**src/dot8_pkg.sv**
```systemverilog
// Shared sizes and types for the dot-product accelerator
// The add tree is built for exactly eight words per vector

package dot8_pkg;

   // ==============================
   // Sizes
   // ==============================
   localparam int WORD_W       = 16;
   localparam int VEC_LEN      = 8;
   localparam int NUM_VEC      = 8;
   localparam int OFFS_W       = $clog2(VEC_LEN);
   localparam int VIDX_W       = $clog2(NUM_VEC);
   // Address is the vector index followed by the word offset
   localparam int ADDR_W       = VIDX_W + OFFS_W;
   localparam int MEM_DEPTH    = NUM_VEC * VEC_LEN;
   localparam int NUM_LANES    = 2;
   localparam int LANE_IDX_W   = $clog2(NUM_LANES);
   // Input reg, products, first sums, final sum
   localparam int PIPE_LATENCY = 4;

   // ==============================
   // Types
   // ==============================
   typedef logic [WORD_W-1:0]     word_t;
   typedef logic [ADDR_W-1:0]     addr_t;
   typedef logic [VIDX_W-1:0]     vec_idx_t;
   typedef logic [OFFS_W-1:0]     offs_t;
   typedef logic [NUM_LANES-1:0]  lane_mask_t;
   typedef logic [LANE_IDX_W-1:0] lane_idx_t;

   typedef enum logic [1:0] {
      fetch_idle,
      fetch_read,
      fetch_issue
   } fetch_state_t;

endpackage

```
**src/operand_ram.sv**
```systemverilog
// Single write port, single registered read port, read data one cycle late
// Read and write to the same address in one cycle returns the old word

`timescale 1ns/100ps

module operand_ram
   import dot8_pkg::*;
(
   input  logic  clk,
   // Host write side
   input  logic  wr_en,
   input  addr_t wr_addr,
   input  word_t wr_data,
   // Arbitrated read side
   input  addr_t rd_addr,
   output word_t rd_data
);

   // Eight vectors of eight words, vector index in the upper address bits
   word_t mem [MEM_DEPTH];

   // Host writes land at the edge where wr_en is high
   always_ff @(posedge clk) begin
      if (wr_en) begin
         mem[wr_addr] <= wr_data;
      end
   end

   // Read every cycle
   // lanes only capture the word when they held the grant
   always_ff @(posedge clk) begin
      rd_data <= mem[rd_addr];
   end

endmodule

```
**src/ram_arbiter.sv**
```systemverilog
// Round-robin grant of the memory read port, decided in the request cycle
// Grant is zero only when no lane requests

`timescale 1ns/100ps

module ram_arbiter
   import dot8_pkg::*;
(
   input  logic       clk,
   input  logic       rst,
   input  lane_mask_t req,
   input  addr_t      lane_addr [NUM_LANES],
   output lane_mask_t grant,
   output addr_t      rd_addr
);

   lane_idx_t last_r;
   lane_idx_t win;
   lane_idx_t cand;
   logic      found;

   // ==============================
   // Grant selection
   // ==============================
   // Search starts at the lane after the last winner
   always_comb begin
      grant = '0;
      win   = last_r;
      found = 1'b0;
      for (int i = 1; i <= NUM_LANES; i++) begin
         cand = lane_idx_t'((int'(last_r) + i) % NUM_LANES);
         if (!found && req[cand]) begin
            found = 1'b1;
            win   = cand;
         end
      end
      if (found) begin
         grant[win] = 1'b1;
      end
   end

   // Winner's address goes to the memory
   // with no grant the address is a don't care
   assign rd_addr = lane_addr[win];

   // ==============================
   // Last granted lane
   // ==============================
   // Reset to the top lane so lane 0 wins the first tie
   always_ff @(posedge clk or posedge rst) begin
      if (rst) begin
         last_r <= lane_idx_t'(NUM_LANES - 1);
      end else if (found) begin
         last_r <= win;
      end
   end

endmodule

```
**src/vector_fetch.sv**
```systemverilog
// Reads eight words of one vector, then strobes the whole vector for one cycle
// A start that arrives while busy is dropped

`timescale 1ns/100ps

module vector_fetch
   import dot8_pkg::*;
(
   input  logic     clk,
   input  logic     rst,
   // Host control
   input  logic     start,
   input  vec_idx_t vec_idx,
   // Memory read port
   input  logic     grant,
   input  word_t    rd_data,
   output logic     rd_req,
   output addr_t    rd_addr,
   // Status and pipeline side
   output logic     busy,
   output word_t    vec_data [VEC_LEN],
   output logic     vec_valid
);

   fetch_state_t state_r;
   vec_idx_t     idx_r;
   offs_t        req_offs_r;
   offs_t        cap_offs_r;
   logic         granted_r;
   logic         vec_valid_r;

   // Request held until granted, address only moves on a grant
   assign rd_req    = (state_r == fetch_read);
   assign rd_addr   = {idx_r, req_offs_r};
   assign busy      = (state_r != fetch_idle);
   assign vec_valid = vec_valid_r;

   // ==============================
   // Sequencer
   // ==============================
   always_ff @(posedge clk or posedge rst) begin
      if (rst) begin
         state_r     <= fetch_idle;
         idx_r       <= '0;
         req_offs_r  <= '0;
         cap_offs_r  <= '0;
         granted_r   <= 1'b0;
         vec_valid_r <= 1'b0;
      end else begin
         // Word for a grant comes back one cycle later
         granted_r   <= rd_req && grant;
         vec_valid_r <= 1'b0;

         case (state_r)
            fetch_idle: begin
               if (start) begin
                  idx_r      <= vec_idx;
                  req_offs_r <= '0;
                  cap_offs_r <= '0;
                  state_r    <= fetch_read;
               end
            end
            fetch_read: begin
               if (grant) begin
                  req_offs_r <= req_offs_r + 1'b1;
                  if (req_offs_r == offs_t'(VEC_LEN - 1)) begin
                     state_r <= fetch_issue;
                  end
               end
            end
            fetch_issue: begin
               // Last word is captured on this edge
               if (granted_r) begin
                  vec_valid_r <= 1'b1;
                  state_r     <= fetch_idle;
               end
            end
            default: state_r <= fetch_idle;
         endcase

         if (granted_r) begin
            cap_offs_r <= cap_offs_r + 1'b1;
         end
      end
   end

   // Vector register, filled in word order
   always_ff @(posedge clk) begin
      if (granted_r) begin
         vec_data[cap_offs_r] <= rd_data;
      end
   end

endmodule

```
**src/dot8_pipeline.sv**
```systemverilog
// Unsigned multiply and add tree, fixed at eight inputs, all stages wrap mod 2^16
// No stall, a new vector may enter every cycle

`timescale 1ns/100ps

module dot8_pipeline
   import dot8_pkg::*;
(
   input  logic  clk,
   input  logic  rst,
   input  word_t vec_data [VEC_LEN],
   input  logic  vec_valid,
   output word_t result,
   output logic  result_valid
);

   word_t in_r   [VEC_LEN];
   word_t prod_r [VEC_LEN/2];
   word_t sum_r  [VEC_LEN/4];
   word_t result_r;

   // One bit per stage, oldest at the top
   logic [PIPE_LATENCY-1:0] valid_sr;

   // ==============================
   // Datapath
   // ==============================
   always_ff @(posedge clk) begin
      // Stage 1, capture the vector
      in_r <= vec_data;

      // Stage 2, pairwise products, upper half dropped
      for (int i = 0; i < VEC_LEN/2; i++) begin
         prod_r[i] <= in_r[2*i] * in_r[2*i+1];
      end

      // Stage 3, first tree level
      for (int i = 0; i < VEC_LEN/4; i++) begin
         sum_r[i] <= prod_r[2*i] + prod_r[2*i+1];
      end

      // Stage 4, final sum, carry out dropped
      result_r <= sum_r[0] + sum_r[1];
   end

   assign result = result_r;

   // ==============================
   // Valid delay line
   // ==============================
   always_ff @(posedge clk or posedge rst) begin
      if (rst) begin
         valid_sr <= '0;
      end else begin
         valid_sr <= {valid_sr[PIPE_LATENCY-2:0], vec_valid};
      end
   end

   assign result_valid = valid_sr[PIPE_LATENCY-1];

endmodule

```
**src/dot8_top.sv**
```systemverilog
// Two compute lanes sharing one operand memory through a round-robin arbiter
// Each lane gives its result as a one-cycle strobe, nothing is queued

`timescale 1ns/100ps

module dot8_top
   import dot8_pkg::*;
(
   input  logic       clk,
   input  logic       rst,
   // Host memory load
   input  logic       wr_en,
   input  addr_t      wr_addr,
   input  word_t      wr_data,
   // Lane control
   input  lane_mask_t start,
   input  vec_idx_t   lane0_vec_idx,
   input  vec_idx_t   lane1_vec_idx,
   output lane_mask_t busy,
   // Results
   output word_t      lane0_result,
   output word_t      lane1_result,
   output lane_mask_t result_valid
);

   // Per-lane wiring, indexed by lane
   vec_idx_t   lane_idx    [NUM_LANES];
   addr_t      lane_addr   [NUM_LANES];
   word_t      lane_vec    [NUM_LANES][VEC_LEN];
   word_t      lane_result [NUM_LANES];
   lane_mask_t rd_req;
   lane_mask_t grant;
   lane_mask_t vec_valid;
   addr_t      rd_addr;
   word_t      rd_data;

   assign lane_idx[0]  = lane0_vec_idx;
   assign lane_idx[1]  = lane1_vec_idx;
   assign lane0_result = lane_result[0];
   assign lane1_result = lane_result[1];

   // ==============================
   // Shared memory and arbiter
   // ==============================
   operand_ram i_ram (
      .clk     (clk),
      .wr_en   (wr_en),
      .wr_addr (wr_addr),
      .wr_data (wr_data),
      .rd_addr (rd_addr),
      .rd_data (rd_data)
   );

   ram_arbiter i_arb (
      .clk       (clk),
      .rst       (rst),
      .req       (rd_req),
      .lane_addr (lane_addr),
      .grant     (grant),
      .rd_addr   (rd_addr)
   );

   // ==============================
   // Lanes
   // ==============================
   for (genvar l = 0; l < NUM_LANES; l++) begin : g_lane
      // Read data is broadcast, each lane keeps only its own words
      vector_fetch i_fetch (
         .clk       (clk),
         .rst       (rst),
         .start     (start[l]),
         .vec_idx   (lane_idx[l]),
         .grant     (grant[l]),
         .rd_data   (rd_data),
         .rd_req    (rd_req[l]),
         .rd_addr   (lane_addr[l]),
         .busy      (busy[l]),
         .vec_data  (lane_vec[l]),
         .vec_valid (vec_valid[l])
      );

      dot8_pipeline i_pipe (
         .clk          (clk),
         .rst          (rst),
         .vec_data     (lane_vec[l]),
         .vec_valid    (vec_valid[l]),
         .result       (lane_result[l]),
         .result_valid (result_valid[l])
      );
   end

endmodule

```
**config.mk**
```make
export PLATFORM = sky130hd
export DESIGN_NAME = dot8_top
export DESIGN_NICKNAME = d
export VERILOG_FILES = /design/src/dot8_pkg.sv /design/src/operand_ram.sv /design/src/ram_arbiter.sv /design/src/vector_fetch.sv /design/src/dot8_pipeline.sv /design/src/dot8_top.sv
export SDC_FILE = /design/constraint.sdc
export NUM_CORES = 2
export LEC_CHECK = 0
export ABC_AREA = 1
export BUFFER_PORTS_ARGS = -buffer_cell sky130_fd_sc_hd__buf_2
export CORE_UTILIZATION = 45
export DETAILED_ROUTE_END_ITERATION = 10
export GPL_TIMING_DRIVEN = 0
export PLACE_DENSITY = 0.7
export SLEW_MARGIN = 0
export SYNTH_ARGS = -nofsm -noshare
export SYNTH_HDL_FRONTEND = slang
export SYNTH_SLANG_ARGS = --single-unit
export TNS_END_PERCENT = 30
```
**constraint.sdc**
```tcl
create_clock -name clk -period 6.96 [get_ports clk]
set_input_delay 0.348 -clock clk [delete_from_list [all_inputs] [get_ports clk]]
set_output_delay 0.348 -clock clk [all_outputs]
set_load 0.01 [all_outputs]
```
# After elaboration in Yosys (flattened, before gate mapping)

Memories as Yosys holds them, arrays and structs flattened. A register that Yosys moved wholly into a read port is not among the register bits.
Index checks and enable logic that the tools add are counted.
W data, S select, Z words.

Add/subtract/negate cells: 12
Multiply operators: 8
Order comparisons: 9
Eq/ne operators: 14
Multiplexer cells: 46
Bitwise logic cells: 3
Reductions and logical operators: 25

Operator list:

| operator              | number |
|---|---|
| $bwmux W128           | 2 |
| $mul A16 B16 Y16      | 8 |
| $add A16 B16 Y16      | 6 |
| $demux W16 S3         | 2 |
| $mux W16              | 2 |
| $mux W3               | 8 |
| $mux W2               | 9 |
| $mux W6               | 3 |
| $reduce_bool A2 Y1    | 8 |
| $mux W1               | 15 |
| $add A3 B1 Y3 const B | 4 |
| $ne A2 B2 Y1 const B  | 6 |
| $pmux W2 S3           | 2 |
| $pmux W3 S2           | 2 |
| $ge A4 B4 Y1 const B  | 2 |
| $lt A4 B1 Y1 const B  | 2 |
| $not A3 Y4            | 2 |
| $reduce_and A2 Y1     | 4 |
| $reduce_and A4 Y1     | 2 |
| $eq A3 B3 Y1 const B  | 2 |
| $logic_and A1 B1 Y1   | 6 |
| $lt A1 B2 Y1 const B  | 3 |
| $reduce_and A3 Y1     | 2 |
| $eq A2 B1 Y1 const B  | 2 |
| other kinds (9)       | 13 |

Register bits after elaboration: 579
Bits in writable memories: 1216
Input bits: 33
Output and inout port bits: 36
Logic and storage cells: 171
Memories kept: 5

Memory list:

| memory                  | depth | bits a word | rd ports | clocked after Yosys merged registers in | write ports | line                | source |
|---|---|---|---|---|---|---|---|
| i_ram.mem               | 64    | 16          | 1        | 1                                       | 1           | operand_ram.sv:20   | `word_t mem [MEM_DEPTH];` |
| g_lane[0].i_pipe.prod_r | 4     | 16          | 4        | 0                                       | 4           | dot8_pipeline.sv:18 | `word_t prod_r [VEC_LEN/2];` |
| g_lane[1].i_pipe.prod_r | 4     | 16          | 4        | 0                                       | 4           | dot8_pipeline.sv:18 |  |
| g_lane[0].i_pipe.sum_r  | 2     | 16          | 2        | 0                                       | 2           | dot8_pipeline.sv:19 | `word_t sum_r [VEC_LEN/4];` |
| g_lane[1].i_pipe.sum_r  | 2     | 16          | 2        | 0                                       | 2           | dot8_pipeline.sv:19 |  |

# Longest topological paths before layout

Depth after elaboration: 14
Mapped depth: 28
Depth with buffers taken out: 26

# Hierarchy

Synthesis repeated with hierarchy kept, for this count alone.

Cells, all modules: 10083
Area, all modules: 99282.7 um^2

Modules (own cells, without submodules):

| module                           | times used | cells each | area an instance (um^2) | sequential area each (um^2) |
|---|---|---|---|---|
| operand_ram                      | 1          | 3517       | 42099.1                 | 31069.8 |
| dot8_pipeline (g_lane[1].i_pipe) | 1          | 3078       | 24035.6                 | 4904.7 |
| dot8_pipeline (g_lane[0].i_pipe) | 1          | 3042       | 23984.3                 | 4904.7 |
| vector_fetch                     | 2          | 208        | 4503.1                  | 4169.0 |
| ram_arbiter                      | 1          | 30         | 157.7                   | 26.3 |

# Worst setup path after synthesis

Ideal clock, no wire load.

Path type: reg-to-reg
Start: reg g_lane[0].i_pipe.in_r[97] (netlist name)
End: mem g_lane[0].i_pipe.prod_r[0][15] (netlist name)
Library setup time: 0.058 ns
Arrival time: 5.086 ns
Required time: 6.902 ns
Slack: 1.816 ns
Cell stages (with the launch flop): 23
Path buffers: 2
Clock period less this slack: 5.144 ns
Path through: dfxtp_1 > clkbuf_1 > clkbuf_1 > nand2_1 > fa_1 > fa_1 > inv_1 > fa_1 > inv_1 > fa_1 > inv_1 > fa_1 > inv_1 > fa_1 > inv_1 > ha_1 > nand2_1 > nor3_1 > nand2_1 > o311ai_0 > a31oi_1 > nand3b_1 > nand2_1

RTL lines:

| what                     | line                | source |
|---|---|---|
| start: declaration       | dot8_pipeline.sv:17 | `word_t in_r [VEC_LEN];` |
| start signal: assignment | dot8_pipeline.sv:30 | `in_r <= vec_data;` |
| end: declaration         | dot8_pipeline.sv:18 |  |

==> summary.txt <==
RSZ-0062 raised after global routing: no
run status: complete, but fails checks
# IOs: 69
overall routed net length: 275000 um
crit end category: flop
Clk pin slew, worst setup/hold paths: 60 ps
storage element area: 49300 um2
DRT Pass-1 Iters: 11
Yosys top cell by area: edfxtp_1
asr flop ratio synth: 1.93%
Worst Hold Class: in2reg
Layout area overhead: 11.5%
Max-Cap Viols: 1
routed len/inst: 19.4 um
area of the multi-input gates: 41300 um2
most common cell in the synthesized netlist: nand2_1
Slew Limit Fails: 7
CP max stage cell: dfxtp_1
pre-CTS WS: 833 ps
post-cts gate resize count: 0
layout cells sized above 1: 6.50%
crit-path cells: clkbuf_1 > nand2_1 > fa_1 > fa_1 > fa_1 > inv_1 > fa_1 > fa_1 > inv_1 > fa_1 > inv_1 > ha_1 > a21o_1 > nand3_1 > nand3_1 > a31oi_1 > inv_1 > nand3_1 > nand2_1
filler cell count: 19900
global-route wire length before repair: 422000 um
H-tree depth: 4
DR iter-0 viols: 8183
Distinct cells, synth: 43
#FFs+latches synth: 1811
clk_lat worst skew: 860 ps
CTS tree: done
All-Layer GR Usage: 24.2%
Die Y: 478 um
failing checks: design-rule violations, max-capacitance violations, max-slew violations
Final period util: 88.6%
slew of the pin with the lowest slew margin: 1540 ps
Worst Slack Setup Final: 795 ps
sequential share of the synthesized area: 48.4%
die area: 228000 um2
die width: 478 um
CP Class: reg2reg
Mapped Avg Cell Area: 9.53 um2
Worst EP arrival: 6820 ps
Core Footprint: 225000 um2
GR Util met2: 39.3%
mapped cell area: 102000 um2
met3 usage: 4.78%
Max Fclk: 162 MHz
Startpoint Class: flop
cell mode on critical path: fa_1
Cell Area, Placed: 107000 um2
Yosys warnings: 0
HPWL after DPL: 194000 um
total CTS buffers: 181
CP max stage delay: 580 ps
Mapped Cells: 10700
final hold vios: 0
post-route ant nets: 0
met1 GRT Util: 30.9%
vias in the first global route: 73600
Area contributors post-synth: edfxtp_1 38%, fa_1 13%, dfxtp_1 9.8%
DRC: 16
clk sinks: 1811
delay-heaviest family, CP: adder cells
synth cell count leaders: 2644 x nand2_1, 2551 x inv_1, 1280 x edfxtp_1
via count: 73200
Synth top area share: 37.7%
CP max FO: 10
Slew HR: -3.31%
worst path required time: 7620 ps
Post-synth top flop: edfxtp_1
Post-Layout Inst Area: 114000 um2
postcts setup bufs: 0
nets@finish: 12200
via density per instance: 5.17
initial antenna violation count: 16
crit path buf inv count: 5
IO buf count: 67
final RePlAce weighted congestion: 0.975
Setup violations, final: 0
Final Critical Period: 6160 ps
clk_skew: 83.5 ps
setup TNS: 0 ps
Core Rows: 174
syn nets: 11900
root buffer cell: clkbuf_16
CTS Hold Buffers Added: 9
initial core utilization: 45.3%
gr busiest metal: met2
EDFF count, synth: 1280
largest net degree at the start of global routing: 65
CTS Buffer Depth: 3
grt ovf: 0
==> routing by layer <==
| metal | wire length (um) | vias up |
|---|---|---|
| li1 | - | 33600 |
| met1 | 106000 | 34900 |
| met2 | 126000 | 3821 |
| met3 | 28500 | 836 |
| met4 | 15300 | 4 |
| met5 | 18 | - |
==> metrics by stage <==
stage / cells / hold slack, ps / utilization [%]
5_1_grt: 14200 / 54.3 / 50.5
6_report: 14200 / 56.3 / 50.5
4_1_cts: 14200 / 21.2 / 50.5
3_5_place_dp: 13800 / 327 / 47.7
2_1_floorplan: 10700 / 323 / -
3_3_place_gp: 13700 / 324 / 47.1
==> cells by family after synthesis <==
group / share of synthesized area, %
simple gates: 17.2
xor+xnor: 2.50
compound gates: 1.91
buf+inv: 11.3
flops: 48.4
fa+ha+maj: 18.7
==> layout by cell type (no fill, tap or decap), drive strengths merged, types with 161 or more instances in the layout <==
cell and count:
a21oi 189, buf 357, clkbuf 418, dfxtp 496
edfxtp 1280, fa 646, ha 488, inv 2570
nand2 2648, nand3 1165, nor2 161, xor2 181
==> area by class of cell <==
type	count	share of cell area, %
clock buffer	231	4.38
clock inverter	100	0.983
multi-input combinational	5910	36.3
antenna	8	0.0176
tap	2992	3.30
sequential	1811	43.4
inverter	2555	8.45
buffer	411	1.69
timing repair buffer	142	1.46
==> state kept, by name, indices dropped and copies added, names as in the netlist <==
register and cells:
g_lane.i_fetch.req_offs_r 6, g_lane.i_pipe.sum_r 64, g_lane.i_pipe.prod_r 128, g_lane.i_pipe.in_r 256, i_ram.rd_data 16, g_lane.i_fetch.vec_valid 2
g_lane.i_fetch.cap_offs_r 6, i_ram.mem 1024, g_lane.i_pipe.valid_sr 8, i_arb.last_r 1, g_lane.i_fetch.granted_r 2, g_lane.i_fetch.idx_r 6
g_lane.i_fetch.vec_data 256, g_lane.i_pipe.result 32, g_lane.i_fetch.state_r 4
==> final timing paths <==
| check | from | to | slack [ps] | depth (start not counted) |
|---|---|---|---|---|
| max in group asynchronous | rst | g_lane[1].i_fetch.idx_r[2] | 6110 | 3 |
| min reg2reg | g_lane[1].i_fetch.vec_data[5] | g_lane[1].i_pipe.in_r[5] | 300 | 0 |
| max reg2reg | g_lane[1].i_pipe.in_r[65] | g_lane[1].i_pipe.prod_r[1][15] | 800 | 19 |
| min in group asynchronous | rst | g_lane[1].i_pipe.valid_sr[3] | 230 | 3 |
| max | g_lane[1].i_pipe.in_r[65] | g_lane[1].i_pipe.prod_r[1][15] | 800 | 19 |
| min | wr_data[11] | i_ram.mem[39][11] | 60 | 1 |
==> worst register-to-register path, cell delays in order (launching register included) <==
cell and delay (ps):
dfxtp_1 580, clkbuf_1 520, nand2_1 170, fa_1 540, fa_1 530, fa_1 510
inv_1 50, fa_1 510, fa_1 490, inv_1 50, fa_1 500, inv_1 50
ha_1 330, a21o_1 200, nand3_1 70, nand3_1 80, a31oi_1 470, inv_1 100
nand3_1 110, nand2_1 160
Power is left out: the tool's default activity adds up to more than one toggle a clock period on the data nets, which glitch-free logic cannot reach.
